File: src/logic/aes_key_cfg.svh
`ifndef AES_KEY_CFG_SVH
`define AES_KEY_CFG_SVH

// AES-128 has ten rounds, so eleven round keys
`define AES_ROUND 10

`define AES_KEY_W 128

`define AES_WORD_W 32

`endif

File: src/logic/aes_key_pkg.sv
`include "aes_key_cfg.svh"

package aes_key_pkg;

    typedef logic [`AES_WORD_W-1:0] aes_word_t;

    // word 0 sits in the most significant bits
    typedef logic [`AES_KEY_W-1:0] aes_key_t;

    // round index, 0 to 10
    typedef logic [3:0] round_idx_t;

    // controller command to counter and expansion step
    typedef struct packed {
        logic load;
        logic update;
    } step_cmd_t;

    typedef struct packed {
        round_idx_t round;
        logic [7:0] rcon;
    } round_state_t;

    // one write into the round key memory
    typedef struct packed {
        logic       we;
        round_idx_t addr;
        aes_key_t   data;
    } key_wr_t;

endpackage

File: src/logic/key_sched_ctrl.sv
`timescale 1ns/1ps
`include "aes_key_cfg.svh"

module key_sched_ctrl import aes_key_pkg::*; (
    input  logic         clk_i,
    input  logic         round_ctr_rst,
    input  logic         init_i,
    input  round_state_t rstate_i,
    output step_cmd_t    cmd_o,
    output logic         ready_o
);

    typedef enum logic [1:0] {
        CTRL_IDLE,
        CTRL_INIT,
        CTRL_GENERATE,
        CTRL_DONE
    } ctrl_state_t;

    ctrl_state_t state_q;
    ctrl_state_t state_d;
    logic        ready_q;

    // next state
    always_comb begin
        state_d = state_q;
        case (state_q)
            CTRL_IDLE: begin
                if (init_i) begin
                    state_d = CTRL_INIT;
                end
            end
            CTRL_INIT: begin
                state_d = CTRL_GENERATE;
            end
            CTRL_GENERATE: begin
                // last key is written in the cycle of round 10
                if (rstate_i.round == 4'(`AES_ROUND)) begin
                    state_d = CTRL_DONE;
                end
            end
            CTRL_DONE: begin
                state_d = CTRL_IDLE;
            end
            default: begin
                state_d = CTRL_IDLE;
            end
        endcase
    end

    always_ff @(posedge clk_i) begin
        if (round_ctr_rst) begin
            state_q <= CTRL_IDLE;
            ready_q <= 1'b0;
        end else begin
            state_q <= state_d;
            if (state_q == CTRL_IDLE && init_i) begin
                ready_q <= 1'b0;
            end else if (state_q == CTRL_DONE) begin
                ready_q <= 1'b1;
            end
        end
    end

    assign cmd_o.load   = (state_q == CTRL_INIT);
    assign cmd_o.update = (state_q == CTRL_GENERATE);
    assign ready_o      = ready_q;

endmodule

File: config.mk
export PLATFORM = sky130hd
export DESIGN_NAME = key_sched_ctrl
export DESIGN_NICKNAME = d
export VERILOG_FILES = /design/src/logic/aes_key_pkg.sv /design/src/logic/key_sched_ctrl.sv
export VERILOG_INCLUDE_DIRS = /design/src /design/src/logic
export SDC_FILE = /design/constraint.sdc
export NUM_CORES = 1
export LEC_CHECK = 0
export BUFFER_PORTS_ARGS = -buffer_cell sky130_fd_sc_hd__buf_2
export CAP_MARGIN = 20
export CORE_AREA = 2 2 39 41
export DETAILED_ROUTE_END_ITERATION = 6
export DIE_AREA = 0 0 41 43
export GPL_TIMING_DRIVEN = 0
export PLACE_DENSITY_LB_ADDON = 0.1
export SLEW_MARGIN = 15
export SYNTH_ARGS = -nofsm -noshare
export SYNTH_HDL_FRONTEND = slang
export SYNTH_SLANG_ARGS = --single-unit
File: constraint.sdc
create_clock -name clk_i -period 1.15 [get_ports clk_i]
set_input_delay 0.1725 -clock clk_i [delete_from_list [all_inputs] [get_ports clk_i]]
set_output_delay 0.1725 -clock clk_i [all_outputs]
set_load 0.005 [all_outputs]
=== Word level (Yosys, flattened, before mapping) ===
Cells that the tools add are included.

* Equality and inequality tests: 6
* Multiplexer cells: 3
* Reduce and logical (&&, ||, !) cells: 4

{| class="wikitable"
|+ Operator list
! kind !! count
|-
| case mux 2 bit (4 select lines) || 1
|-
| equality test 2 bit (second input constant) || 2
|-
| equality test 4 bit (second input constant) || 1
|-
| two-way mux 2 bit || 2
|-
| equality test 2 x 1 -> 1 bit (second input constant) || 1
|-
| zero test 2 bit || 1
|-
| inequality test 2 x 1 -> 1 bit (second input constant) || 1
|-
| inequality test 2 bit (second input constant) || 1
|-
| AND reduction 2 bit || 1
|-
| OR reduction 2 bit || 1
|-
| logical AND 1 bit || 1
|}

* Bits in registers: 3
* Bits of input ports: 15
* Output and inout port bits: 3
* Logic and storage cells: 15

=== Logic depth before layout (Yosys ltp) ===
Gate-level depths: netlist of the first run.

* Depth after elaboration: 3
* Depth in mapped cells: 5
* Depth with buffers taken out: 5

=== Worst setup path after synthesis of the first run ===
Ideal clock, no wire load.

* Kind: register to register
* Start: register state_q[0]
* End: register state_q[1]
* Data arrival time: 1.057 ns
* Required time: 1.017 ns
* Slack: -0.040 ns
* Cell stages (with the launch flop): 6
* Period minus slack after synthesis: 1.190 ns
* Cell sequence: dfxtp_1 > inv_1 > ha_1 > nor4bb_1 > a41oi_1 > o311ai_1

* Cells in the longest elaborated chain, start to end: 3
* Elaborated cells between the ends (all ways): 8
* Classes of those cells: eq/ne: 5; mux: 1; reduce/logical: 2

{| class="wikitable"
|+ RTL lines
! what !! RTL line !! RTL
|-
| start, declared || key_sched_ctrl.sv:20 || <nowiki>ctrl_state_t state_q;</nowiki>
|-
| start signal, assigned || key_sched_ctrl.sv:56 || <nowiki>state_q <= state_d;</nowiki>
|-
| equality test 2 bit or zero test 2 bit (tied branches) || key_sched_ctrl.sv:27 || <nowiki>case (state_q)</nowiki>
|-
| inequality test 2 x 1 -> 1 bit (no line) or inequality test 2 bit (tied branches) || -- ||
|-
| AND reduction 2 bit (no line) || -- ||
|}

Several ways; a longest one is shown, not always the timed one.
A chain may end at the register's enable or synchronous reset.

=== Worst setup path in the final report of the first run ===
* Start: register state_q[1]
* End: register state_q[1]

Same word-level chain as after synthesis.

==> results of run 1 <==
-- layout make-up --
type                            count  area share, %
Tap cell                           16           5.11
Sequential cell                     3           17.3
Inverter                            4           5.11
Timing Repair Buffer                9           11.5
Clock buffer                        4           6.71
Multi-Input combinational cell     17           54.3
-- where the power goes --
group	switching, mW	total (mW)	internal, mW
combinational	0.232	0.495	0.263
clock	0.0516	0.182	0.130
sequential	0.0574	0.216	0.159
-- worst max-delay path by stage --
| stage | to | cells after the start | slack, ns |
|---|---|---|---|
| after global placement | state_q[1] | 5 | -0.15 |
| after detailed placement | state_q[1] | 5 | -0.13 |
| final | state_q[1] | 5 | 0.01 |
| after floorplan | state_q[1] | 5 | 0.004 |
| after CTS | cmd_o[0] | 3 | -0.03 |
| after global routing | state_q[1] | 5 | -0.05 |
-- stage by stage --
stage	instances	instance area (sq um)	util (%)
3_3_place_gp	49	308	22.2
2_1_floorplan	24	243	-
4_1_cts	53	358	25.9
5_1_grt	53	392	28.3
3_5_place_dp	49	308	22.2
6_report	53	392	28.3
-- cell families after synthesis --
group / count (synthesis) / share of synthesized area (%)
compound gates: 5 / 20.3
buf+inv: 4 / 6.25
flops: 3 / 25.0
simple gates: 7 / 22.4
fa+ha+maj: 5 / 26.0
-- placed cells by master, fill, tap and decap left out, drive strengths merged --
cell,count
buf,9
ha,5
clkbuf,4
inv,4
dfxtp,3
nor2,2
a211oi,1
and4bb,1
nand2b,1
o21ai,1
a221oi,1
nand2,1
nand4,1
nor4bb,1
a41oi,1
o311ai,1
-- layer usage --
layer / share of wire, % / GRT usage, % / up-vias
met3: 9.4 / 4.71 / 0
met2: 49 / 9.69 / 8
met4: 0 / 2.00 / 0
met5: 0 / 0 / -
met1: 42 / 8.28 / 101
li1: - / - / 117
-- Yosys cell counts, drive strengths merged --
cell,instances,area [sq um]
nor2,2,7.51
a41oi,1,8.76
dfxtp,3,60.1
nand4,1,6.26
a211oi,1,7.51
nor4bb,1,10.0
ha,5,62.6
nand2,1,3.75
and4bb,1,12.5
a221oi,1,15.0
nand2b,1,13.8
inv,4,15.0
o311ai,1,8.76
o21ai,1,8.76
-- what timing repair did --
| action | CTS | global route |
|---|---|---|
| endpoints found under the setup margin | 4 | 4 |
| resized for setup | 8 | 7 |
| pin swaps | 0 | 3 |
| endpoints found under the hold margin | 0 | 0 |
-- sequential cells by signal, summed over array words and instances (netlist names) --
name	flops
state_q	2
ready_o	1
==> results.sh, run 1 <==
export IMPL_firstDrtPassIters=2
export IMPL_fillers=155
export IMPL_rrSetupSlack_ns=0.01
export IMPL_fin_crit_ns=1.14
export IMPL_peakVddDrop_v=0.000747
export IMPL_die_area_sq_um=1760
export IMPL_critical_path_class="register to register"
export IMPL_syn_to_final_growth_pct=63.0
export IMPL_place_hpwl_um=401
export IMPL_status="finished, final reports clean"
export IMPL_fp_dieH_um=43
export IMPL_cts_root_buf="clkbuf_4"
export IMPL_cts_htree_levels=1
export IMPL_worstReg2RegStart="state_q[1]"
export IMPL_rows=14
export IMPL_netlist_area_sq_um=240
export IMPL_ys_seq_area_share_pct=25.0
export IMPL_avgSynthCellArea_sq_um=10.0
export IMPL_synth_warnings=0
export IMPL_post_route_period_util_pct=99.1
export IMPL_overflow=0
export IMPL_crit_path_max_incr_delay_ns=0.39
export IMPL_routabilityCongestion=0.731
export IMPL_clk_path_buf_depth=2
export IMPL_multi_input_area_sq_um=213
export IMPL_initial_core_util_pct=17.4
export IMPL_cts_buffers=3
export IMPL_synth_nets=44
export IMPL_vias_per_cell=4.26
export IMPL_routed_wl_um=511
export IMPL_required_ns=1.25
export IMPL_holdWs_ns=0.189
export IMPL_num_antenna_cells=0
export IMPL_grt_usage_pct=6.91
export IMPL_syn_inst=24
export IMPL_vias=226
export IMPL_cp_cell_sequence="inv_4 > ha_4 > nor4bb_4 > a41oi_2 > o311ai_1"
export IMPL_cts_tree="built"
export IMPL_crit_path_start_kind="register"
export IMPL_p_leak_nw=0.165
export IMPL_core_sq_um=1380
export IMPL_setup_ws_ns=0.0108
export IMPL_min_to="ready_o"
export IMPL_setup_violations=0
export IMPL_relSlewSlack_pct=84.9
export IMPL_ant_nets=0
export IMPL_path_buf_inv=1
export IMPL_grt_pass1_vias=207
export IMPL_die_w_um=41
export IMPL_antenna_found_initial=0
export IMPL_drc=0
export IMPL_total_power_mw=0.893
export IMPL_grt_pass1_wl_um=800
export IMPL_drt_iter0_markers=2
export IMPL_pre_cts_slack_ns=-0.130
export IMPL_drv_cap=0
export IMPL_hold_path_class="input port to register"
export IMPL_worst_slew_pin_slew_ns=0.223
export IMPL_cp_startpoint="state_q[1]"
export IMPL_synth_seq_cells=3
export IMPL_rsz0062_at_grt="yes"
export IMPL_finalMaxSlewViolations=0
export IMPL_wire_per_inst_um=9.64
export IMPL_regArea_sq_um=67.6
export IMPL_clk_latency_ns=0.23
export IMPL_cts_hold_buf=0
export IMPL_endpoint_kind="register"
export IMPL_r2r_cells=5
export IMPL_num_nets_final=58
export IMPL_clock_skew_ns=0.00350
export IMPL_min_delay_path_depth=2
export IMPL_postCtsSetupBuffers=0
export IMPL_hold_viol=0
export IMPL_fmax_mhz=878
export IMPL_arrival_ns=1.24
export IMPL_r2r_end="state_q[1]"
export IMPL_hp_start="init_i"
export IMPL_grt_max_degree=6
export IMPL_clkTransAtPathRegs_ns=0.04
export IMPL_ioPinCount=18
export IMPL_ys_types=14
export IMPL_critPathSlowestCell="dfxtp_4"
export IMPL_crit_fanout=5
export IMPL_setup_tns_final_ns=0
export IMPL_powerDensity_nw_per_um2=2280
export IMPL_io_buffer_count=9
export IMPL_drive_above_1_share_pct=67.6
export IMPL_clock_sinks=3
export IMPL_critical_path_top_delay_family="flip-flops"
Power figures use the tool's default switching activity.
==> run 2, diff against run 1 <==
ABC_AREA = 1   (was not set)
clock period = 0.95 ns   (was 1.15 ns; I/O delays follow)
==> results.sh, run 2 <==
export IMPL_avgSynthCellArea_sq_um=7.26
export IMPL_rsz0062_at_grt="yes"
export IMPL_peakVddDrop_v=0.000764
export IMPL_clk_latency_ns=0.23
export IMPL_min_delay_path_depth=2
export IMPL_ys_types=10
export IMPL_syn_to_final_growth_pct=66.7
export IMPL_core_sq_um=1380
export IMPL_overflow=0
export IMPL_hold_path_class="input port to register"
export IMPL_routabilityCongestion=0.707
export IMPL_cts_tree="built"
export IMPL_relSlewSlack_pct=93.2
export IMPL_final_cell_area_sq_um=363
export IMPL_pre_cts_slack_ns=-0.0821
export IMPL_synth_most_common_cell="nand2_1"
export IMPL_clk_path_buf_depth=2
export IMPL_hp_start="init_i"
export IMPL_grt_pass1_vias=216
export IMPL_clkTransAtPathRegs_ns=0.03
export IMPL_largest_reg_flops=2
export IMPL_yosys_area_top_type="ha_1"
export IMPL_io_buffer_count=9
export IMPL_synth_seq_cells=3
export IMPL_antenna_found_initial=0
export IMPL_synth_nets=50
export IMPL_clock_skew_ns=0.00190
export IMPL_top_register="state_q"
export IMPL_setup_violations=4
export IMPL_arrival_ns=0.90
export IMPL_synth_warnings=0
export IMPL_worstReg2RegStart="state_q[1]"
export IMPL_drc=0
export IMPL_status="finished, violations left"
export IMPL_rows=14
export IMPL_ys_seq_area_share_pct=27.6
export IMPL_total_power_mw=0.903
export IMPL_fmax_mhz=955
export IMPL_place_area_sq_um=290
export IMPL_fin_crit_ns=1.05
export IMPL_final_cell_mix="buf_2, nand2_1, inv_1, nor2_1, clkbuf_4"
export IMPL_r2r_cells=6
export IMPL_ant_nets=0
export IMPL_grt_max_degree=5
export IMPL_initial_core_util_pct=15.7
export IMPL_wire_per_inst_um=7.64
export IMPL_required_ns=0.81
export IMPL_vias_per_cell=3.66
export IMPL_place_hpwl_um=374
export IMPL_hold_viol=0
export IMPL_synth_area_leaders="ha_1, dfxtp_1, nand2_1"
export IMPL_firstDrtPassIters=2
export IMPL_synth_ff_type="dfxtp_1"
export IMPL_synth_common_cells="nand2_1, inv_1, ha_1"
export IMPL_drt_iter0_markers=1
export IMPL_violations="negative setup slack"
export IMPL_rrSetupSlack_ns=-0.05
export IMPL_p_leak_nw=0.189
export IMPL_die_w_um=41
export IMPL_critical_path_class="register to output port"
export IMPL_post_route_period_util_pct=110
export IMPL_syn_inst=30
export IMPL_die_area_sq_um=1760
export IMPL_ioPinCount=18
export IMPL_num_nets_final=66
export IMPL_r2r_end="state_q[1]"
export IMPL_powerDensity_nw_per_um2=2490
export IMPL_num_antenna_cells=0
export IMPL_endpoint_kind="output port"
export IMPL_min_to="ready_o"
export IMPL_setup_ws_ns=-0.0973
export IMPL_crit_path_start_kind="register"
export IMPL_final_cells=61
export IMPL_synth_top_area_share_pct=28.7
export IMPL_drv_cap=0
export IMPL_fp_dieH_um=43
export IMPL_cts_hold_buf=0
export IMPL_grt_pass1_wl_um=738
export IMPL_async_flop_share_pct=0
export IMPL_grt_usage_pct=6.71
export IMPL_netlist_area_sq_um=218
export IMPL_cts_htree_levels=1
export IMPL_crit_fanout=4
export IMPL_final_common_cell="buf_2"
export IMPL_drive_above_1_share_pct=53.3
export IMPL_synth_edff_count=0
export IMPL_clock_sinks=3
export IMPL_worst_slew_pin_slew_ns=0.102
export IMPL_cts_buffers=3
export IMPL_finalMaxSlewViolations=0
export IMPL_routed_wl_um=466
export IMPL_vias=223
export IMPL_dp_cells=55
export IMPL_cts_root_buf="clkbuf_4"
-- run 2: area by class of cell --
type,instances,area [sq um]
sequential,3,67.6
tap,16,20.0
timing repair buffer,11,66.3
fill,162,1020
inverter,6,27.5
multi-input combinational,21,155
clock buffer,4,26.3
-- run 2: worst max path at each step --
stage,endpoint,from
finish,cmd_o[0],state_q[0]
global route,cmd_o[1],state_q[1]
CTS,cmd_o[1],state_q[1]
detailed placement,state_q[1],state_q[1]
global placement,state_q[1],state_q[1]
floorplan,state_q[1],state_q[1]
-- run 2: where the power goes --
part           internal (mW)  switching, mW
logic                  0.226          0.220
clock network          0.157         0.0588
registers              0.187         0.0552
total                  0.570          0.334
-- run 2: per-layer routing --
layer | wire (um) | global-route usage [%]
met1 | 179 | 6.71
met2 | 262 | 9.69
met3 | 23 | 1.57
met4 | 0 | 8.00
met5 | 0 | 0
-- run 2: repair_timing --
item                                    in CTS  in global routing
gates resized for setup                      7                  2
pin swaps                                    1                  2
endpoints found under the setup margin       4                  5
buffers inserted                             2                  0
-- run 2: cells by family (layout without fill, tap and decap cells) --
kind of cell               count (synthesis)  in the layout  share of synthesized area [%]
AOI/OAI and AO/OA                          4              4                           10.9
adders and majority gates                  5              5                           28.7
buffers and inverters                      6             21                           10.3
DFF                                        3              3                           27.6
and+or+nand+nor                           12             12                           22.4
-- run 2: per-stage QoR --
step           hold WS [ns]  utilization, %  setup TNS, ns
4_1_cts              0.0976            25.9         -0.324
3_3_place_gp          0.339            21.0         -0.138
6_report              0.108            26.2         -0.262
3_5_place_dp          0.343            21.0         -0.126
5_1_grt               0.115            26.2         -0.528
2_1_floorplan         0.232               -       -0.00287
-- run 2: critical path: stages, from the launching register on --
cell and delay [ns]:
dfxtp_4 0.36, inv_4 0.05, ha_4 0.16, buf_6 0.11
==> run 3, diff against run 2 <==
BUFFER_PORTS_ARGS = not set   (was -buffer_cell sky130_fd_sc_hd__buf_2)
DONT_BUFFER_PORTS = 1   (was not set)
clock period = 1.1 ns   (was 0.95 ns; I/O delays follow)
==> results.sh, run 3 (synthesis results as in run 2) <==
export IMPL_relSlewSlack_pct=91.3
export IMPL_final_common_cell="nand2_1"
export IMPL_ant_nets=0
export IMPL_initial_core_util_pct=15.7
export IMPL_clock_sinks=3
export IMPL_drv_cap=0
export IMPL_critical_path_class="register to output port"
export IMPL_rrSetupSlack_ns=0.10
export IMPL_r2r_end="state_q[1]"
export IMPL_clock_skew_ns=0.000373
export IMPL_io_buffer_count=0
export IMPL_clkTransAtPathRegs_ns=0.03
export IMPL_vias_per_cell=3.67
export IMPL_top_register="state_q"
export IMPL_rsz0062_at_grt="no"
export IMPL_powerDensity_nw_per_um2=2380
export IMPL_cts_tree="built"
export IMPL_min_delay_path_depth=1
export IMPL_holdWs_ns=0.0259
export IMPL_setup_violations=0
export IMPL_place_hpwl_um=358
export IMPL_worst_slew_pin_slew_ns=0.129
export IMPL_clk_path_buf_depth=2
export IMPL_required_ns=0.94
export IMPL_worstReg2RegStart="state_q[1]"
export IMPL_grt_max_degree=5
export IMPL_rows=14
export IMPL_drive_above_1_share_pct=38.9
export IMPL_p_leak_nw=0.148
export IMPL_drc=0
export IMPL_drt_iter0_markers=0
export IMPL_die_w_um=41
export IMPL_largest_reg_flops=2
export IMPL_syn_to_final_growth_pct=32.8
export IMPL_vias=191
export IMPL_cts_root_buf="clkbuf_4"
export IMPL_status="finished, final reports clean"
export IMPL_wire_per_inst_um=8.44
export IMPL_post_route_period_util_pct=94.6
export IMPL_final_cell_mix="nand2_1, inv_1, nor2_1, ha_1, clkbuf_4"
export IMPL_hp_start="init_i"
export IMPL_finalMaxSlewViolations=0
export IMPL_critPathSlowestCell="dfxtp_2"
export IMPL_core_sq_um=1380
export IMPL_die_area_sq_um=1760
export IMPL_min_to="ready_o"
export IMPL_path_buf_inv=1
export IMPL_hold_path_class="input port to register"
export IMPL_critical_path_top_delay_family="flip-flops"
export IMPL_final_cells=52
export IMPL_crit_path_max_incr_delay_ns=0.32
export IMPL_r2r_cells=6
export IMPL_pre_cts_slack_ns=-0.0142
export IMPL_fin_crit_ns=1.04
export IMPL_cp_cell_sequence="buf_4 > ha_1"
export IMPL_fmax_mhz=961
export IMPL_total_power_mw=0.689
export IMPL_routabilityCongestion=0.698
export IMPL_ioPinCount=18
export IMPL_cts_hold_buf=0
export IMPL_setup_tns_final_ns=0
export IMPL_place_area_sq_um=238
export IMPL_peakVddDrop_v=0.000852
export IMPL_final_cell_area_sq_um=289
export IMPL_num_antenna_cells=0
export IMPL_clk_latency_ns=0.23
export IMPL_antenna_found_initial=0
export IMPL_firstDrtPassIters=1
export IMPL_cts_htree_levels=1
export IMPL_endpoint_kind="output port"
export IMPL_setup_ws_ns=0.0596
export IMPL_fin_util_pct=20.9
export IMPL_grt_pass1_wl_um=703
export IMPL_arrival_ns=0.88
export IMPL_dp_cells=46
export IMPL_overflow=0
export IMPL_grt_pass1_vias=190
export IMPL_crit_fanout=3
export IMPL_cts_buffers=3
export IMPL_grt_usage_pct=6.51
export IMPL_hold_viol=0
export IMPL_crit_path_start_kind="register"
export IMPL_num_nets_final=57
export IMPL_fp_dieH_um=43
export IMPL_routed_wl_um=439
## run 3: report_power, final
part	switching (mW)	internal (mW)	total, mW
Clock	0.0529	0.136	0.189
Sequential	0.0339	0.151	0.185
Combinational	0.168	0.147	0.315
Total	0.255	0.434	0.689
## run 3: worst max-delay path by stage
stage,endpoint,from,cells past startpoint
global placement,state_q[1],state_q[0],6
finish,cmd_o[1],state_q[0],2
detailed placement,state_q[1],state_q[0],6
CTS,cmd_o[1],state_q[1],2
floorplan,state_q[0],state_q[0],6
global route,state_q[1],state_q[1],6
## run 3: repair_timing
| item | CTS | global route |
|---|---|---|
| buffers inserted | 0 | 2 |
| setup endpoints to repair | 3 | 4 |
| pin swaps | 0 | 0 |
| resized for setup | 3 | 4 |
## run 3: layout make-up
type,instances,area (sq um)
multi-input cells,21,143
clock buffers,4,26.3
fillers,166,1090
flip-flops and latches,3,62.6
well taps,16,20.0
inverters,6,22.5
repair buffers,2,15.0
## run 3: worst register-to-register path, stage by stage, from the launching register on
cell and delay [ns]:
dfxtp_2 0.35, inv_2 0.05, ha_2 0.31, inv_1 0.03, nand3_1 0.06, nand2_1 0.05, nor2_1 0.08
## run 3: per-layer routing
layer	wire [um]	GRT usage (%)
met5	0	0
met3	17	1.57
met2	259	8.75
met1	162	6.05
met4	0	10.0
