[src/logic/aes_key_cfg.svh]
`ifndef AES_KEY_CFG_SVH
`define AES_KEY_CFG_SVH

// AES-128 has ten rounds, so eleven round keys
`define AES_ROUND 10

`define AES_KEY_W 128

`define AES_WORD_W 32

`endif

[src/logic/aes_key_pkg.sv]
`include "aes_key_cfg.svh"

package aes_key_pkg;

    typedef logic [`AES_WORD_W-1:0] aes_word_t;

    // word 0 sits in the most significant bits
    typedef logic [`AES_KEY_W-1:0] aes_key_t;

    // round index, 0 to 10
    typedef logic [3:0] round_idx_t;

    // controller command to counter and expansion step
    typedef struct packed {
        logic load;
        logic update;
    } step_cmd_t;

    typedef struct packed {
        round_idx_t round;
        logic [7:0] rcon;
    } round_state_t;

    // one write into the round key memory
    typedef struct packed {
        logic       we;
        round_idx_t addr;
        aes_key_t   data;
    } key_wr_t;

endpackage

[src/logic/key_expand_step.sv]
`timescale 1ns/1ps

module key_expand_step import aes_key_pkg::*; (
    input  logic         clk_i,
    input  logic         round_ctr_rst,
    input  step_cmd_t    cmd_i,
    input  round_state_t rstate_i,
    input  aes_key_t     key_i,
    output aes_word_t    sbox_word_o,
    input  aes_word_t    sbox_word_i,
    output key_wr_t      wr_o
);

    aes_key_t  prev_key_q;
    aes_key_t  next_key;
    aes_word_t w0;
    aes_word_t w1;
    aes_word_t w2;
    aes_word_t w3;
    aes_word_t k0;
    aes_word_t k1;
    aes_word_t k2;
    aes_word_t k3;
    aes_word_t trw;

    assign w0 = prev_key_q[127:96];
    assign w1 = prev_key_q[95:64];
    assign w2 = prev_key_q[63:32];
    assign w3 = prev_key_q[31:0];

    // last word goes through the S-box
    assign sbox_word_o = w3;

    // rotate the substituted word, then add the round constant
    assign trw = {sbox_word_i[23:0], sbox_word_i[31:24]} ^ {rstate_i.rcon, 24'h000000};

    assign k0 = w0 ^ trw;
    assign k1 = w1 ^ k0;
    assign k2 = w2 ^ k1;
    assign k3 = w3 ^ k2;

    // round 0 stores the cipher key itself
    assign next_key = (rstate_i.round == 4'd0) ? key_i : {k0, k1, k2, k3};

    always_ff @(posedge clk_i) begin
        if (round_ctr_rst) begin
            prev_key_q <= '0;
        end else if (cmd_i.update) begin
            prev_key_q <= next_key;
        end
    end

    assign wr_o.we   = cmd_i.update;
    assign wr_o.addr = rstate_i.round;
    assign wr_o.data = next_key;

endmodule

[config.mk]
export PLATFORM = sky130hd
export DESIGN_NAME = key_expand_step
export DESIGN_NICKNAME = d
export VERILOG_FILES = /design/src/logic/aes_key_pkg.sv /design/src/logic/key_expand_step.sv
export VERILOG_INCLUDE_DIRS = /design/src /design/src/logic
export SDC_FILE = /design/constraint.sdc
export NUM_CORES = 1
export LEC_CHECK = 0
export ABC_AREA = 1
export BUFFER_PORTS_ARGS = -buffer_cell sky130_fd_sc_hd__buf_2
export CAP_MARGIN = 10
export CORE_ASPECT_RATIO = 1.5
export CORE_MARGIN = 4
export CORE_UTILIZATION = 40
export DETAILED_ROUTE_END_ITERATION = 6
export PLACE_DENSITY = 0.65
export SETUP_SLACK_MARGIN = 0.2
export SYNTH_ARGS = -nofsm -noshare
export SYNTH_HDL_FRONTEND = slang
export SYNTH_SLANG_ARGS = --single-unit
[constraint.sdc]
create_clock -name clk_i -period 1.7 [get_ports clk_i]
set_input_delay 0.085 -clock clk_i [delete_from_list [all_inputs] [get_ports clk_i]]
set_output_delay 0.085 -clock clk_i [all_outputs]
set_load 0.05 [all_outputs]
# After elaboration in Yosys (flattened, before gate mapping)
# Index checks and enable logic that the tools add are counted.
# totals
regBits	128
# classes
mux	1
bitwise	5
reduce_logical	1
# ops
op	count
bitwise XOR 32 bit	5
two-way mux 128 bit	1
logical NOT 4 bit	1

# Logic depth before layout (Yosys ltp)
# Gate-level depths: netlist (run 1).
# logic_depth
word_depth	6
mapped_depth	11
depth_no_buf	11

# Worst setup path before layout (run 1)
# Ideal clock, no wire load.
# synth_path
kind	flip-flop to flip-flop
startpoint	register prev_key_q[96]
endpoint	register prev_key_q[64]
t_arrival_ps	2039
setup_slack_ps	-402
path_stages_with_launch	8
n_path_buf	0
period_less_slack_ps	2102
cell_sequence	dfxtp_1 > inv_1 > nand2_1 > nand2_1 > xor2_1 > o21ai_0 > o21ai_0 > inv_1
# synth_lines
item	line_no	rtl
start, declared	key_expand_step.sv:14	aes_key_t prev_key_q;
start signal, assigned	key_expand_step.sv:49	prev_key_q <= next_key;

==> flow_metrics.env, run 1 <==
export IMPL_die_x_microns=133
export IMPL_ant_nets=0
export IMPL_synth_nets=1671
export IMPL_cts_sinks=128
export IMPL_power_density_mw_per_mm2=1010
export IMPL_maxCapViolations=0
export IMPL_mostFrequentLayoutCells="inv_1, buf_2, nand2_1"
export IMPL_period_needed_ps=1890
export IMPL_ctsRootBufferMaster="clkbuf_16"
export IMPL_p_leak_nw=8.52
export IMPL_r2r_start="prev_key_q[117]$_SDFFE_PP0P_"
export IMPL_yosys_area_share_adder=0
export IMPL_fin_crit_sh=1.11
export IMPL_grt_overflow_total=0
export IMPL_postPlaceCellArea_sq_mm=0.0114
export IMPL_critPathCaptureType="output pin"
export IMPL_yosys_warnings=0
export IMPL_path_cells="inv_2 -> nand2_4 -> nand2_4 -> xor2_4 -> nand2_2 -> nand2_2 -> nand2_2 -> nand3_2 -> nand2_2 -> buf_8"
export IMPL_finalInstanceArea_sq_mm=0.0170
export IMPL_dpl_hpwl_microns=21200
export IMPL_synth_top_family_by_area="simple AND/OR/NAND/NOR gates"
export IMPL_status="finished with violations"
export IMPL_drv_slew=0
export IMPL_drc_errors=0
export IMPL_yosysSeqAreaShare=0.275
export IMPL_worstMarginPinSlew_ps=424
export IMPL_crit_top_cell="nand2_2"
export IMPL_hold_viol_final=0
export IMPL_seq_area_sq_mm=0.00262
export IMPL_critPathKind="register to output pin"
export IMPL_routed_wl_microns=38200
export IMPL_cts_buffer_depth=2
export IMPL_min_from="key_i[82]"
export IMPL_fp_dieH_microns=195
export IMPL_slowest_delay_ps=340
export IMPL_crit_path_start_kind="register"
export IMPL_cp_max_fo=2
export IMPL_ys_ff_latch=128
export IMPL_violations="setup timing"
export IMPL_fillerInstances=1478
export IMPL_multiInputGateArea_sq_mm=0.00753
export IMPL_regMostFlops="prev_key_q"
export IMPL_grt_max_degree=78
export IMPL_antenna_found_initial=8
export IMPL_ios=341
export IMPL_skew_ps=9.87
export IMPL_synthSimpleGateAreaFrac=0.293
export IMPL_syn_area_per_cell_sq_um=6.24
export IMPL_hp_class="input port to register"
export IMPL_io_buffers=339
export IMPL_arrival_ps=1800
export IMPL_synth_xor_area_share=0.0451
export IMPL_slowest_stage="dfxtp_2"
export IMPL_place_gp_congestion=0.842
export IMPL_top_regs="prev_key_q (128)"
export IMPL_numCtsBuffers=17
export IMPL_synthTopCellsByArea="dfxtp_1, nand2_1, inv_1, nand3_1, a21oi_1"
export IMPL_setup_slack_ps=-186
export IMPL_area_growth_pct=82.4
export IMPL_fmax_mhz=530
export IMPL_grt_setup_unrepaired="yes"
export IMPL_largest_reg_flops=128
export IMPL_final_nets=2133
export IMPL_rows=68
export IMPL_layout_commonest_cell="inv_1"
export IMPL_hold_slack_ps=32.4
export IMPL_core_area_sq_mm=0.0230
export IMPL_clk_latency_ps=430
export IMPL_synth_cell_types=23
export IMPL_initial_core_util=0.406
export IMPL_muxShareOfSynthArea=0
export IMPL_synth_top_area_share=0.275
export IMPL_slew_headroom=0.717
export IMPL_via_per_inst=5.21
export IMPL_cp_required_ps=1620
export IMPL_synth_top_area_cell="dfxtp_1"
export IMPL_die_area_sq_mm=0.0259
export IMPL_grt_pass1_wl_microns=53100
export IMPL_drive_above_1_share=0.532
export IMPL_grt_pass1_vias=11200
export IMPL_cts_clk_slew_worst_paths_ps=60
export IMPL_crit_start="prev_key_q[101]$_SDFFE_PP0P_"
export IMPL_ir_drop_uv=831
export IMPL_total_power_w=0.0171
export IMPL_netlist_area_sq_mm=0.00933
export IMPL_vias=11800
export IMPL_grt_util_all_layers=0.247
export IMPL_synth_cells=1495
export IMPL_setup_violations=59
export IMPL_utilization=0.740
export IMPL_wl_per_cell_microns=16.9
export IMPL_dr_pass1_iters=5
export IMPL_cts_tree="done"
export IMPL_drtIter0Drc=661
export IMPL_synth_compound_area_frac=0.198
export IMPL_htreeDepth=4
==> cells in the mapped netlist (all sizes together) <==
cell type and number:
a21oi 128, o21ai 144, inv 297, buf 80, nand3 176, dfxtp 128
xor2 48, a31oi 40, nand2 385, nor2 42, clkbuf 26, clkinv 1
==> logic make-up (layout without fill, tap and decap cells) <==
kind of cell,Yosys count,count (layout)
simple gates,603,603
buf+inv,404,879
compound gates,312,312
flops,128,128
xor+xnor,48,48
other cells,0,7
==> routing by layer <==
| metal | up-vias | global-route usage | wire length [microns] |
|---|---|---|---|
| met5 | - | 0 | 13 |
| met4 | 2 | 0.141 | 2290 |
| met3 | 156 | 0.0521 | 2360 |
| met2 | 542 | 0.443 | 20000 |
| met1 | 5475 | 0.268 | 13600 |
| li1 | 5586 | - | - |
==> worst max-delay path, delay by kind of cell, from the launching register on <==
family / cells / cell delay [ps]
AND/OR/NAND/NOR: 7 / 590
flip-flops: 1 / 340
buffers and inverters: 2 / 230
XOR/XNOR: 1 / 200
==> final cells by class <==
class	instances	area share
inverters	298	0.0671
clock inverters	14	0.00978
clock buffers	18	0.0258
diodes	7	0.00103
flip-flops and latches	128	0.154
repair buffers	549	0.279
well taps	280	0.0206
multi-input cells	963	0.443
==> per-stage QoR <==
step | std cells | setup TNS (ps) | worst slack (ps)
after global routing | 2257 | -9520 | -283
after detailed placement | 2028 | 0 | 102
final | 2257 | -3990 | -186
after floorplan | 1495 | -245 | -62.9
after global placement | 2028 | 0 | 123
after CTS | 2186 | -4420 | -153
==> final timing paths <==
path,endpoint,slack (ps),cells past startpoint
max,wr_o[5],-190,10
min reg2reg,prev_key_q[50]$_SDFFE_PP0P_,570,4
min,prev_key_q[82]$_SDFFE_PP0P_,30,5
max reg2reg,prev_key_q[85]$_SDFFE_PP0P_,130,10
==> where the power goes <==
group          internal (W)  switching [W]
combinational       0.00384        0.00587
clock               0.00234        0.00149
sequential          0.00332       0.000258
total               0.00950        0.00761
==> timing repair <==
action,CTS,global route
hold buffers,45,0
pin swaps,180,234
endpoints found under the hold margin,45,0
resized for setup,615,283
endpoints found under the setup margin,111,136
setup buffers,81,64
(Power assumes the default switching activity.)
==> run 2: changes to the inputs <==
==> constraint.sdc (replaced) <==
create_clock -name clk_i -period 1.7 [get_ports clk_i]
set_input_delay 0.085 -clock clk_i [delete_from_list [all_inputs] [get_ports clk_i]]
set_output_delay 0.085 -clock clk_i [all_outputs]
set_load 0.1 [all_outputs]
==> run 2 against run 1 <==
Net effect:
- the flow still finishes with violations (setup timing)
- first-iteration DRC count down 5.4%
- hold slack worse by 22 ps
- clock power about the same
- core utilization up 7.9 points
- setup slack worse by 8.1 ps
- sequential cell count unchanged
- largest power group unchanged
- clock skew down 4.7 ps
- critical endpoint is now wr_o[22]
- power up 25%
- via count up 2.5%
- register-to-register slack about the same
==> flow_metrics.env, run 2 (same netlist as run 1, synthesis figures left out) <==
export IMPL_regMostFlops="prev_key_q"
export IMPL_critPathKind="register to output pin"
export IMPL_fillerInstances=1310
export IMPL_area_growth_pct=102
export IMPL_grt_setup_unrepaired="yes"
export IMPL_die_x_microns=133
export IMPL_power_density_mw_per_mm2=1140
export IMPL_period_needed_ps=1890
export IMPL_cts_tree="done"
export IMPL_ir_drop_uv=849
export IMPL_p_leak_nw=9.21
export IMPL_hp_class="input port to register"
export IMPL_multiInputGateArea_sq_mm=0.00822
export IMPL_grt_pass1_vias=11700
export IMPL_antenna_found_initial=15
export IMPL_layout_commonest_cell="inv_1"
export IMPL_via_per_inst=5.31
export IMPL_arrival_ps=1810
export IMPL_rows=68
export IMPL_setup_violations=80
export IMPL_crit_path_start_kind="register"
export IMPL_hold_viol_final=0
export IMPL_grt_util_all_layers=0.270
export IMPL_drtIter0Drc=625
export IMPL_slowest_stage="dfxtp_2"
export IMPL_fp_dieH_microns=195
export IMPL_fmax_mhz=528
export IMPL_dpl_hpwl_microns=23800
export IMPL_ctsRootBufferMaster="clkbuf_16"
export IMPL_hold_slack_ps=10.3
export IMPL_violations="setup timing"
export IMPL_wl_per_cell_microns=18.2
export IMPL_crit_family="simple AND/OR/NAND/NOR gates"
export IMPL_slew_headroom=0.580
export IMPL_setup_slack_ps=-194
export IMPL_busiest_layer="met2"
export IMPL_place_gp_congestion=0.868
export IMPL_initial_core_util=0.406
export IMPL_grt_pass1_wl_microns=57200
export IMPL_cp_max_fo=2
export IMPL_slowest_delay_ps=360
export IMPL_status="finished with violations"
export IMPL_met3_usage=0.0709
export IMPL_seq_area_sq_mm=0.00264
export IMPL_use_met1=0.284
export IMPL_total_power_w=0.0215
export IMPL_drc_errors=0
export IMPL_drv_slew=0
export IMPL_cts_sinks=128
export IMPL_cp_required_ps=1620
export IMPL_final_nets=2141
export IMPL_top_regs="prev_key_q (128)"
export IMPL_crit_top_cell="nand2_4"
export IMPL_htreeDepth=4
export IMPL_cts_clk_slew_worst_paths_ps=60
export IMPL_core_area_sq_mm=0.0230
export IMPL_grt_overflow_total=0
export IMPL_vias=12100
export IMPL_drive_above_1_share=0.563
export IMPL_mostFrequentLayoutCells="inv_1, buf_2, nand2_1"
export IMPL_routed_wl_microns=41200
export IMPL_path_cells="inv_2 -> nand2_4 -> nand2_4 -> xor2_1 -> nand2_1 -> nand2_2 -> nand2_2 -> nand3_4 -> nand2_4 -> buf_12"
export IMPL_grt_max_degree=54
export IMPL_largest_reg_flops=128
export IMPL_maxCapViolations=0
export IMPL_skew_ps=5.16
export IMPL_cts_buffer_depth=2
export IMPL_clk_latency_ps=420
export IMPL_dr_pass1_iters=5
export IMPL_numCtsBuffers=17
export IMPL_fin_crit_sh=1.11
export IMPL_met2_usage=0.480
export IMPL_worst_path_buf_inv=2
export IMPL_critPathCaptureType="output pin"
export IMPL_die_area_sq_mm=0.0259
export IMPL_io_buffers=339
export IMPL_ant_nets=0
export IMPL_worstMarginPinSlew_ps=631
export IMPL_ios=341
run 2: worst paths after layout:
check,startpoint,endpoint,slack (ps),depth (start not counted)
min reg2reg,prev_key_q[1]$_SDFFE_PP0P_,prev_key_q[1]$_SDFFE_PP0P_,580,4
max reg2reg,prev_key_q[98]$_SDFFE_PP0P_,prev_key_q[66]$_SDFFE_PP0P_,140,11
min,key_i[7],prev_key_q[7]$_SDFFE_PP0P_,10,5
max,prev_key_q[118]$_SDFFE_PP0P_,wr_o[22],-190,10
run 2: metal layers:
layer,up-vias,routed length (microns)
li1,5616,-
met1,5716,14000
met2,523,21700
met3,186,2680
met4,10,2760
met5,-,49
run 2: worst min-delay path, delay by kind of cell:
family,cells,cell delay (ps)
simple gates,3,210
buf+inv,2,120
run 2: layout make-up:
class                      instances  share of cell area
clock inverter                     4             0.00372
tap                              280              0.0186
multi-input combinational        963               0.437
sequential                       128               0.140
timing repair buffer             557               0.309
clock buffer                      28              0.0285
inverter                         298              0.0617
antenna                           10             0.00133
run 2: repair_timing:
| action | 4_1_cts | 5_1_grt |
|---|---|---|
| resized for setup | 287 | 243 |
| hold endpoints to repair | 15 | 0 |
| hold buffers | 15 | 0 |
| pin swaps | 196 | 199 |
| setup buffers | 104 | 64 |
| setup endpoints to repair | 112 | 149 |
run 2: per-stage QoR:
stage	util	cell area [sq um]	worst slack, ps	TNS (ps)	std cells
after global placement	0.630	14500	156	0	2043
after CTS	0.750	17200	-182	-5510	2194
after floorplan	-	10700	-119	-536	1495
after detailed placement	0.630	14500	119	0	2043
final	0.819	18800	-194	-6240	2268
after global routing	0.819	18800	-285	-13130	2267
run 2: where the power goes:
part | switching (W) | total (W) | internal, W
registers | 0.000293 | 0.00361 | 0.00332
clock network | 0.00139 | 0.00383 | 0.00243
logic | 0.00898 | 0.0140 | 0.00505
==> run 3: changes to the inputs <==
--- a/config.mk
+++ b/config.mk
@@ -13,7 +13,7 @@
 export CORE_MARGIN = 4
 export CORE_UTILIZATION = 40
 export DETAILED_ROUTE_END_ITERATION = 6
-export PLACE_DENSITY = 0.65
+export PLACE_DENSITY = 0.67
 export SETUP_SLACK_MARGIN = 0.2
 export SYNTH_ARGS = -nofsm -noshare
 export SYNTH_HDL_FRONTEND = slang
==> run 3 against run 2 <==
Net effect:
- the flow still finishes with violations (setup timing)
- clock power decreased by 12%
- hold slack gained 4.4 ps
- clock-buffer cell count decreased by 4
- sequential cell count did not move
- critical path depth is the same
- combinational power hardly changed
- die area unchanged
- core utilization fell by 0.88 points
- setup slack got worse by 32 ps
- register-to-register slack barely moved
- power decreased by 2.0%
- largest cell class unchanged
==> flow_metrics.env, run 3 (same netlist as run 1, synthesis figures left out) <==
export IMPL_p_int_w=0.0104
export IMPL_vias=11800
export IMPL_endpoint="wr_o[15]"
export IMPL_critPathKind="register to output pin"
export IMPL_clk_latency_ps=430
export IMPL_r2r_slack_ps=140
export IMPL_fin_crit_sh=1.13
export IMPL_antenna_found_initial=16
export IMPL_critPathCaptureType="output pin"
export IMPL_dpl_hpwl_microns=24000
export IMPL_arrival_ps=1840
export IMPL_die_area_sq_mm=0.0259
export IMPL_ios=341
export IMPL_grt_pass1_wl_microns=56700
export IMPL_reg2reg_to="prev_key_q[79]$_SDFFE_PP0P_"
export IMPL_fmax_mhz=519
export IMPL_status="finished with violations"
export IMPL_dr_pass1_iters=7
export IMPL_mostFrequentLayoutCells="inv_1, buf_2, nand2_1"
export IMPL_via_per_inst=5.18
export IMPL_seqPwrFrac=0.171
export IMPL_layout_commonest_cell="inv_1"
export IMPL_crit_path_start_kind="register"
export IMPL_setup_slack_ps=-226
export IMPL_grt_setup_unrepaired="yes"
export IMPL_drv_slew=0
export IMPL_drive_above_1_share=0.565
export IMPL_slowest_delay_ps=350
export IMPL_dp_cells=2037
export IMPL_cts_clk_slew_worst_paths_ps=60
export IMPL_power_density_mw_per_mm2=1130
export IMPL_slowest_stage="dfxtp_2"
export IMPL_drc_errors=0
export IMPL_hp_class="input port to register"
export IMPL_cts_buffer_depth=2
export IMPL_share_comb_of_total_power=0.668
export IMPL_crit_top_cell="nand2_4"
export IMPL_grt_max_degree=62
export IMPL_grt_util_all_layers=0.267
export IMPL_skew_ps=8.69
export IMPL_routed_wl_microns=40000
export IMPL_ctsRootBufferMaster="clkbuf_16"
export IMPL_largest_reg_flops=128
export IMPL_rows=68
export IMPL_setup_violations=76
export IMPL_maxCapViolations=0
export IMPL_path_cells="inv_2 -> nand2_4 -> nand2_4 -> xor2_1 -> nand2_1 -> nand2_2 -> nand2_2 -> nand3_4 -> nand2_4 -> buf_12"
export IMPL_slew_headroom=0.596
export IMPL_cp_depth=10
export IMPL_fillerInstances=1298
export IMPL_area_growth_pct=99.6
export IMPL_power_frac_clock=0.161
export IMPL_instances_no_fill=2272
export IMPL_numCtsBuffers=17
export IMPL_crit_start="prev_key_q[111]$_SDFFE_PP0P_"
export IMPL_io_buffers=339
export IMPL_cp_required_ps=1620
export IMPL_htreeDepth=4
export IMPL_cp_max_fo=2
export IMPL_period_needed_ps=1930
export IMPL_die_x_microns=133
export IMPL_cts_tree="done"
export IMPL_regMostFlops="prev_key_q"
export IMPL_ir_drop_uv=959
export IMPL_p_leak_nw=9.13
export IMPL_place_gp_congestion=0.870
export IMPL_pre_cts_ws_ps=84.2
export IMPL_cts_sinks=128
export IMPL_core_area_sq_mm=0.0230
export IMPL_hold_viol_final=0
export IMPL_violations="setup timing"
export IMPL_worstMarginPinSlew_ps=605
export IMPL_final_nets=2144
export IMPL_wl_per_cell_microns=17.6
export IMPL_grt_overflow_total=0
export IMPL_switchingPower_w=0.0107
export IMPL_fp_dieH_microns=195
export IMPL_drtIter0Drc=584
export IMPL_grt_pass1_vias=11800
export IMPL_worst_path_buf_inv=2
export IMPL_worstRegToRegCells=11
export IMPL_crit_family="simple AND/OR/NAND/NOR gates"
export IMPL_initial_core_util=0.406
export IMPL_top_regs="prev_key_q (128)"
export IMPL_ant_nets=0
export IMPL_r2r_start="prev_key_q[111]$_SDFFE_PP0P_"
export IMPL_netSwitchingFraction=0.506
## run 3: cell types whose count changed in the layout (fill, tap and decap cells not counted), moves of 4 or more
cell | previous run | this run
buf_4 | 107 | 116
buf_6 | 81 | 77
clkinv_2 | 2 | 7
nand2_4 | 96 | 92
nand3_2 | 66 | 75
nand3_4 | 54 | 48
xor2_2 | 16 | 21
xor2_4 | 16 | 12
## run 3: cell type report
class,instances,area [sq um],share of cell area
clock inverter,7,35.0,0.00188
inverter,298,1160,0.0624
sequential,128,2630,0.141
multi-input combinational,963,8110,0.435
tap,280,350,0.0188
timing repair buffer,560,5810,0.312
clock buffer,24,492,0.0264
antenna,12,30.0,0.00161
## run 3: worst min-delay path, stage by stage
cell and delay (ps):
buf_2 70, nand2_1 70, o21ai_4 80, o21ai_1 60, inv_1 40
## run 3: power groups by stage
stage               clock (W)  combinational, W  sequential, W
finish                0.00338            0.0141        0.00361
global route          0.00356            0.0145        0.00363
CTS                   0.00341            0.0130        0.00355
detailed placement          0            0.0119        0.00357
global placement            0            0.0118        0.00355
floorplan                   0           0.00825        0.00353
## run 3: what timing repair did
action	4_1_cts	5_1_grt
setup endpoints to repair	114	139
setup buffers	112	66
resized for setup	275	234
gates cloned	0	0
hold buffers	14	0
pin swaps	203	220
hold endpoints to repair	14	0
## run 3: how the worst min path moves through the flow
| stage | start | endpoint | slack [ps] | depth (start not counted) |
|---|---|---|---|---|
| 6_report | key_i[52] | prev_key_q[52]$_SDFFE_PP0P_ | 10 | 5 |
| 5_1_grt | key_i[74] | prev_key_q[74]$_SDFFE_PP0P_ | 20 | 5 |
| 4_1_cts | key_i[52] | prev_key_q[52]$_SDFFE_PP0P_ | 1 | 5 |
| 3_3_place_gp | key_i[9] | prev_key_q[9]$_SDFFE_PP0P_ | 420 | 5 |
| 3_5_place_dp | key_i[9] | prev_key_q[9]$_SDFFE_PP0P_ | 420 | 5 |
| 2_1_floorplan | key_i[24] | prev_key_q[24]$_SDFFE_PP0P_ | 330 | 4 |
## run 3: layer usage
metal / wire length, microns / part of all wire / vias up / GRT usage
met2: 21700 / 0.54 / 438 / 0.492
met4: 2590 / 0.065 / 6 / 0.161
met1: 13600 / 0.34 / 5545 / 0.270
met5: 34 / 0.00085 / - / 0
met3: 2140 / 0.054 / 162 / 0.0642
li1: - / - / 5627 / -
## run 3: metrics by stage
step                hold WS [ps]  total power, W  instance area, sq um  utilization  TNS [ps]
global route                19.3          0.0217                 18600        0.810    -12870
detailed placement           425          0.0155                 14400        0.628         0
global placement             419          0.0154                 14400        0.628         0
finish                      14.7          0.0210                 18600        0.810     -6750
CTS                         1.36          0.0200                 17100        0.743     -5700
floorplan                    326          0.0118                 10700            -      -536
